### config.mk
export PLATFORM = sky130hd
export DESIGN_NAME = perfCounterTop
export DESIGN_NICKNAME = d
export VERILOG_FILES = /design/src/rtl/perfCounterPkg.sv /design/src/rtl/commitEventCounter.sv /design/src/rtl/counterReadSelect.sv /design/src/rtl/loadMissCounter.sv /design/src/rtl/perfCounterTop.sv
export VERILOG_INCLUDE_DIRS = /design/src /design/src/rtl
export SDC_FILE = /design/constraint.sdc
export NUM_CORES = 1
export LEC_CHECK = 0
export ABC_AREA = 1
export BUFFER_PORTS_ARGS = -buffer_cell sky130_fd_sc_hd__buf_2
export CORE_MARGIN = 8
export CORE_UTILIZATION = 40
export DETAILED_ROUTE_END_ITERATION = 10
export PLACE_DENSITY = 0.64
export SLEW_MARGIN = 25
export SYNTH_ARGS = -nofsm -noshare
export SYNTH_HDL_FRONTEND = slang
export SYNTH_SLANG_ARGS = --single-unit
### constraint.sdc
create_clock -name clk -period 2 [get_ports clk]
set_input_delay 0.1 -clock clk [delete_from_list [all_inputs] [get_ports clk]]
set_output_delay 0.1 -clock clk [all_outputs]
set_load 0.005 [all_outputs]
### src/rtl/perfCounter_settings.svh
//--------------------------------------------------------------------------
// Widths of the performance counter unit. Counters wrap modulo
// 2^PERF_COUNTER_WIDTH. Commit count must fit 0..PERF_COMMIT_WIDTH.
//--------------------------------------------------------------------------

`ifndef PERF_COUNTER_SETTINGS_SVH
`define PERF_COUNTER_SETTINGS_SVH

// width of every counter and of the read data
`define PERF_COUNTER_WIDTH 32

// most instructions committed in one cycle
`define PERF_COMMIT_WIDTH 4

// memory issue lanes, one load-miss strobe each
`define PERF_MEM_ISSUE_WIDTH 2

// independent read ports
`define PERF_READ_PORTS 2

`endif

### src/rtl/perfCounterPkg.sv
//--------------------------------------------------------------------------
// Types shared by the performance counter unit. Select codes 6 and 7
// are not part of the enum and read as zero on any port.
//--------------------------------------------------------------------------

`include "perfCounter_settings.svh"

package perfCounterPkg;

    // one counter value, also the read data of a port
    typedef logic [`PERF_COUNTER_WIDTH-1:0] counterData_t;

    // instructions committed in one cycle, 0 up to PERF_COMMIT_WIDTH
    typedef logic [$clog2(`PERF_COMMIT_WIDTH + 1)-1:0] commitNum_t;

    // one load-miss strobe per memory lane
    typedef logic [`PERF_MEM_ISSUE_WIDTH-1:0] loadMissVec_t;

    // counter select code of a read port
    typedef enum logic [2:0] {
        CNT_SEL_CYCLE             = 3'd0,
        CNT_SEL_COMMIT            = 3'd1,
        CNT_SEL_REFETCH_THIS_PC   = 3'd2,
        CNT_SEL_REFETCH_NEXT_PC   = 3'd3,
        CNT_SEL_REFETCH_BR_TARGET = 3'd4,
        CNT_SEL_LOAD_MISS         = 3'd5
        // 6 and 7 left free, they read zero
    } counterSel_t;

endpackage

### src/rtl/commitEventCounter.sv
//--------------------------------------------------------------------------
// Cycle, commit and refetch counters. One cycle from strobe to register,
// all counters clear on a synchronous reset and wrap on overflow.
//--------------------------------------------------------------------------

`include "perfCounter_settings.svh"

module commitEventCounter
    import perfCounterPkg::*;
(
    input  logic         clk,
    input  logic         rst,
    input  commitNum_t   commitNum,
    input  logic         refetchThisPC,
    input  logic         refetchNextPC,
    input  logic         refetchBrTarget,
    output counterData_t cycleCount,
    output counterData_t commitCount,
    output counterData_t refetchThisPCCount,
    output counterData_t refetchNextPCCount,
    output counterData_t refetchBrTargetCount
);

    // cycles since the last reset edge
    always_ff @(posedge clk) begin
        if (rst) begin
            cycleCount <= '0;
        end else begin
            cycleCount <= cycleCount + counterData_t'(1);
        end
    end

    // committed instructions, zero-extended commit count per cycle
    always_ff @(posedge clk) begin
        if (rst) begin
            commitCount <= '0;
        end else begin
            commitCount <= commitCount + counterData_t'(commitNum);
        end
    end

    // refetch kinds, each counter only follows its own strobe
    always_ff @(posedge clk) begin
        if (rst) begin
            refetchThisPCCount   <= '0;
            refetchNextPCCount   <= '0;
            refetchBrTargetCount <= '0;
        end else begin
            refetchThisPCCount <=
                refetchThisPCCount + counterData_t'(refetchThisPC);
            refetchNextPCCount <=
                refetchNextPCCount + counterData_t'(refetchNextPC);
            refetchBrTargetCount <=
                refetchBrTargetCount + counterData_t'(refetchBrTarget);
        end
    end

endmodule

### src/rtl/counterReadSelect.sv
//--------------------------------------------------------------------------
// Combinational read mux, one per port. Free codes 6 and 7 give zero.
//--------------------------------------------------------------------------

`include "perfCounter_settings.svh"

module counterReadSelect
    import perfCounterPkg::*;
(
    input  counterSel_t  counterSel [`PERF_READ_PORTS],
    input  counterData_t cycleCount,
    input  counterData_t commitCount,
    input  counterData_t refetchThisPCCount,
    input  counterData_t refetchNextPCCount,
    input  counterData_t refetchBrTargetCount,
    input  counterData_t loadMissCount,
    output counterData_t counterData [`PERF_READ_PORTS]
);

    // ports are independent, any two may pick the same counter
    always_comb begin
        for (int i = 0; i < `PERF_READ_PORTS; i++) begin
            case (counterSel[i])
                CNT_SEL_CYCLE: begin
                    counterData[i] = cycleCount;
                end
                CNT_SEL_COMMIT: begin
                    counterData[i] = commitCount;
                end
                CNT_SEL_REFETCH_THIS_PC: begin
                    counterData[i] = refetchThisPCCount;
                end
                CNT_SEL_REFETCH_NEXT_PC: begin
                    counterData[i] = refetchNextPCCount;
                end
                CNT_SEL_REFETCH_BR_TARGET: begin
                    counterData[i] = refetchBrTargetCount;
                end
                CNT_SEL_LOAD_MISS: begin
                    counterData[i] = loadMissCount;
                end
                // unused codes
                default: begin
                    counterData[i] = '0;
                end
            endcase
        end
    end

endmodule

### src/rtl/loadMissCounter.sv
//--------------------------------------------------------------------------
// Running count of load misses over all memory lanes. Adds the number
// of set lanes each cycle, so it may rise by up to PERF_MEM_ISSUE_WIDTH.
//--------------------------------------------------------------------------

`include "perfCounter_settings.svh"

module loadMissCounter
    import perfCounterPkg::*;
(
    input  logic         clk,
    input  logic         rst,
    input  loadMissVec_t loadMiss,
    output counterData_t loadMissCount
);

    // wide enough for every lane set at once
    localparam int LaneCountWidth = $clog2(`PERF_MEM_ISSUE_WIDTH + 1);

    logic [LaneCountWidth-1:0] missLanes;

    // population count of the strobes
    always_comb begin
        missLanes = '0;
        for (int i = 0; i < `PERF_MEM_ISSUE_WIDTH; i++) begin
            missLanes = missLanes + LaneCountWidth'(loadMiss[i]);
        end
    end

    always_ff @(posedge clk) begin
        if (rst) begin
            loadMissCount <= '0;
        end else begin
            loadMissCount <= loadMissCount + counterData_t'(missLanes);
        end
    end

endmodule

### src/rtl/perfCounterTop.sv
//--------------------------------------------------------------------------
// Performance counter unit. Strobes count in the cycle they are high with
// no back-pressure; read data follows counterSel in the same cycle.
//--------------------------------------------------------------------------

`include "perfCounter_settings.svh"

module perfCounterTop
    import perfCounterPkg::*;
(
    input  logic         clk,
    input  logic         rst,
    input  commitNum_t   commitNum,
    input  logic         refetchThisPC,
    input  logic         refetchNextPC,
    input  logic         refetchBrTarget,
    input  loadMissVec_t loadMiss,
    input  counterSel_t  counterSel [`PERF_READ_PORTS],
    output counterData_t counterData [`PERF_READ_PORTS]
);

    counterData_t cycleCount;
    counterData_t commitCount;
    counterData_t refetchThisPCCount;
    counterData_t refetchNextPCCount;
    counterData_t refetchBrTargetCount;
    counterData_t loadMissCount;

    commitEventCounter commitEvents (
        .clk                 (clk),
        .rst                 (rst),
        .commitNum           (commitNum),
        .refetchThisPC       (refetchThisPC),
        .refetchNextPC       (refetchNextPC),
        .refetchBrTarget     (refetchBrTarget),
        .cycleCount          (cycleCount),
        .commitCount         (commitCount),
        .refetchThisPCCount  (refetchThisPCCount),
        .refetchNextPCCount  (refetchNextPCCount),
        .refetchBrTargetCount(refetchBrTargetCount)
    );

    loadMissCounter loadMisses (
        .clk          (clk),
        .rst          (rst),
        .loadMiss     (loadMiss),
        .loadMissCount(loadMissCount)
    );

    // both counting parts feed every read port
    counterReadSelect readSelect (
        .counterSel          (counterSel),
        .cycleCount          (cycleCount),
        .commitCount         (commitCount),
        .refetchThisPCCount  (refetchThisPCCount),
        .refetchNextPCCount  (refetchNextPCCount),
        .refetchBrTargetCount(refetchBrTargetCount),
        .loadMissCount       (loadMissCount),
        .counterData         (counterData)
    );

endmodule

## Word-level counts from Yosys, hierarchy flattened

Cells that the tools add are included.

- Multiply operators: 0
- Reductions and logical operators: 2
- Muxes and demuxes: 2
- $lt $le $gt $ge: 0
- Div/mod/pow operators: 0
- Add/subtract/negate cells: 7
- Bitwise logic cells: 0
- Shift operators: 0
- Equality and inequality tests: 10

Operators by type and width:

| kind | count |
|---|---|
| $pmux 32 s6 | 2 |
| $add 32x1->32 | 3 |
| $add 32x1->32 const B | 1 |
| $add 32x2->32 | 1 |
| $add 32x3->32 | 1 |
| $eq 3x2->1 const B | 4 |
| $eq 3x3->1 const B | 4 |
| $eq 3x1->1 const B | 2 |
| $logic_not 3->1 | 2 |
| $add 1x1->2 | 1 |

- Bits of input ports: 16
- Latch bits: 0
- Output and inout port bits: 64
- Memory bits (read-only): 0
- Memories kept: 0
- RAM bits: 0
- Register bits: 192

## Depth between registers and ports, before layout

- Depth after elaboration: 2
- Gate-level depth with buffers: 12

## Modules after synthesis

A second synthesis with hierarchy kept.

- Cell total of the unflattened synthesis: 2343
- Area total of the unflattened synthesis: 13973.4 um2

Modules (own cells, without submodules):

| module | sequential area each (um2) | cells each | area each (um2) | instances |
|---|---|---|---|---|
| commitEventCounter | 3203.1 | 1273 | 8277.9 | 1 |
| counterReadSelect | 0.0 | 815 | 3951.3 | 1 |
| loadMissCounter | 640.6 | 255 | 1744.2 | 1 |

## Worst setup path before layout

Ideal clock, no wire load.

- Path kind: reg-to-reg
- Start: register loadMisses.loadMissCount[0]
- End: register loadMisses.loadMissCount[26]
- Path slack: 245 ps
- Setup time: 117 ps
- Clock period less this slack: 1755 ps
- Data arrival time: 1638 ps
- Path buffers: 0
- Cell stages (with the launch flop): 12
- Cell sequence: dfxtp_1 > inv_1 > fa_1 > inv_1 > ha_1 > nand2_1 > inv_2 > nand3_2 > nor2_4 > nand2_1 > o21ai_0 > nor2_1

- Longest elaborated chain between the ends: 1

RTL lines:

| item | RTL line | RTL |
|---|---|---|
| start, declared | loadMissCounter.sv:14 | `output counterData_t loadMissCount` |
| start signal, assigned | loadMissCounter.sv:34 | `loadMissCount <= loadMissCount + counterData_t'(missLanes);` |
| $add 32x2->32 | loadMissCounter.sv:34 |  |

No other way between the ends.
A chain may end at the register's enable or synchronous reset.

==> impl_metrics.tcl <==
set metrics [dict create \
    maxSlewHeadroom 0.528 \
    grt_pass1_wl_mm 72.5 \
    grt_start_max_net_pins 99 \
    ys_warn_count 0 \
    dp_cells 2417 \
    rows 63 \
    seq_power_share 0.505 \
    cts_made_buffers 17 \
    cp_slowest_cell "dfxtp_1" \
    fp.dieArea_um2 35900 \
    antenna_found_initial 0 \
    p_per_area_nw_per_um2 569 \
    max_stage_delay_ps 370 \
    worst-path-buf-inv 2 \
    synth_seq_cells 192 \
    synthTopCellsByCount "nand2_1 (537), nor2_1 (347), dfxtp_1 (192)" \
    setup.worst_path.start "loadMisses.loadMissCount[24]$_SDFF_PP0_" \
    crit_type "register to primary output" \
    place_area_um2 13000 \
    reg2reg_from "loadMisses.loadMissCount[0]$_SDFF_PP0_" \
    multiInputGateArea_um2 7300 \
    p_leak_nw 4.68 \
    grt_overflow 0 \
    hp-class "input pin to register" \
    die_h_um 190 \
    skew_ps 13.0 \
    cts_buffer_depth 2 \
    fin_setup_tns_ps 0 \
    vias 13653 \
    ant_nets 0 \
    fin_crit_ps 1930 \
    sw_frac_of_total 0.269 \
    fin_crit_sh 0.965 \
    finalSetupViolations 0 \
    antenna_cells 0 \
    synthDominantCellAreaShare 0.319 \
    seqCellArea_um2 3840 \
    required_ps 1900 \
    worst_setup_path_end_kind "primary output" \
    clock.fmax_mhz 518 \
    ff2ff_path_depth 12 \
    routed_wl_mm 47.6 \
    critical-path-top-delay-family "compound AO/OA/AOI/OAI gates" \
    cp_max_fo 4 \
    syn_inst 1980 \
    cts_tree "built" \
    vias_per_cell 5.56 \
    endpoint "counterData[56]" \
    reg2reg_slack_ps 130 \
    wl_per_cell_um 19.4 \
    tightestPinTransition_ps 707 \
    path_depth 5 \
    htree_levels 4 \
    ys_seq_area_frac 0.319 \
    slew_viol_final 0 \
    io_pins 80 \
    synth_edf_count 0 \
    place.gp.congestion 0.972 \
    p_clk_frac 0.430 \
    outcome "complete, no violations" \
    synth_nets 2009 \
    crit_arrival_ps 1830 \
    clock_sinks 192 \
    drive_gt1_frac 0.0949 \
    first_iter_violations 1366 \
    p_int_mw 5.67 \
    final-hold-violation-count 0 \
    maxCapViolCount 0 \
    cts_root_buf "clkbuf_16" \
    n_fill_cell 3195 \
    r2r-end "loadMisses.loadMissCount[24]$_SDFF_PP0_" \
    track_usage 0.261 \
    crit_path_start_kind "register" \
    p_switching_mw 2.09 \
    clock_latency_ps 460 \
    yosys-top-cells-area "dfxtp_1 (32%), nand2_1 (17%), nor2_1 (11%)" \
    grt_pass1_vias 12538 \
    fin_util 0.460 \
    ys.flop_type "dfxtp_1" \
    first_pass_iters 8 \
    hpwl_mm 37.4 \
    yosys.area.top_type "dfxtp_1" \
    start_util 0.407 \
    synth.most_common_cell "nand2_1" \
    drc_errors 0 \
    synthesis.area_um2 12100 \
    combPwrFrac 0.065 \
    syn_to_final_growth_pct 13.2 \
    ir_drop_uv 636 \
    layout.cells.non_filler 2455 \
    fp.dieW_um 190 \
    crit_chain "inv_1 -> o22ai_1 -> a21oi_1 -> nand3_1 -> buf_2" \
    final_nets 2081 \
    final_cell_area_um2 13600 \
    power_mw 7.76 \
    clkTransAtPathRegs_ps 70 \
    synth_area_per_cell_um2 6.09 \
    synth.distinct_cells 34 \
    rsz0062_at_grt "no" \
    port_buffers 79 \
    synthArstFlopShare 0 \
    core-area_um2 29600 \
]
[per-layer routing]
| layer | vias to the layer above | global-route usage | wire (um) |
|---|---|---|---|
| met1 | 6328 | 0.350 | 20900 |
| met2 | 591 | 0.411 | 21300 |
| met5 | - | 0 | 0 |
| met4 | 0 | 0.118 | 1960 |
| met3 | 92 | 0.0386 | 3580 |
| li1 | 6642 | - | - |
[worst min-delay path by stage]
stage	endpoint	startpoint	cells after the start
3_5_place_dp	commitEvents.commitCount[0]$_SDFF_PP0_	commitNum[0]	4
4_1_cts	commitEvents.commitCount[1]$_SDFF_PP0_	commitNum[1]	4
2_1_floorplan	commitEvents.refetchBrTargetCount[0]$_SDFF_PP0_	refetchBrTarget	3
6_report	commitEvents.commitCount[1]$_SDFF_PP0_	commitNum[1]	4
5_1_grt	commitEvents.commitCount[2]$_SDFF_PP0_	commitNum[2]	4
3_3_place_gp	commitEvents.commitCount[0]$_SDFF_PP0_	commitNum[0]	4
[state kept, by name, summed over array words and instances (netlist names)]
register	count
commitEvents.commitCount	32
commitEvents.cycleCount	32
commitEvents.refetchBrTargetCount	32
commitEvents.refetchNextPCCount	32
commitEvents.refetchThisPCCount	32
loadMisses.loadMissCount	32
[worst reg2reg max path: cells and delay by family (launching register included)]
| family | cells | cell delay [ps] |
|---|---|---|
| adders and majority gates | 2 | 520 |
| buffers and inverters | 4 | 360 |
| AOI/OAI and AO/OA | 1 | 60 |
| and+or+nand+nor | 5 | 470 |
| DFF | 1 | 330 |
[cells by family after synthesis]
kind of cell,synth area share
DFF,0.319
xor gates and xnor gates,0.0160
AOI/OAI and AO/OA,0.178
adders and majority gates,0.0147
and+or+nand+nor,0.393
buffers and inverters,0.0796
[repair_timing]
| item | 4_1_cts | 5_1_grt |
|---|---|---|
| endpoints found under the hold margin | 4 | 0 |
| setup endpoints to repair | 0 | 16 |
| setup buffers | 0 | 2 |
| hold buffers | 4 | 0 |
| gates resized for setup | 0 | 14 |
[area by class of cell]
type,count,share of cell area
clock inverters,13,0.00762
flip-flops and latches,192,0.282
multi-input cells,1538,0.536
repair buffers,110,0.0534
well taps,390,0.0358
clock buffers,19,0.0325
inverters,193,0.0531
[power groups by stage]
stage               Sequential [mW]  Combinational, mW  Clock (mW)
floorplan                      3.98              0.300           0
global placement               4.00              0.477           0
detailed placement             4.00              0.485           0
global route                   3.92              0.561        3.53
CTS                            3.91              0.493        3.39
finish                         3.92              0.507        3.34
[layout by cell type (no fill, tap or decap), drive strengths merged, types with 18 or more instances in the layout]
cell    instances
nor3           18
a22oi          61
clkbuf         19
nor2          379
o21ai          57
buf           106
o22ai          64
nand2         546
a21oi         187
nand3         136
dfxtp         192
nand3b         26
inv           198
[metrics by stage]
step	worst slack, ps	hold slack [ps]
CTS	29.9	30.9
detailed placement	50.7	439
global route	8.36	72.3
floorplan	245	329
global placement	115	435
finish	69.4	52.2
Power figures use the tool's default switching activity.
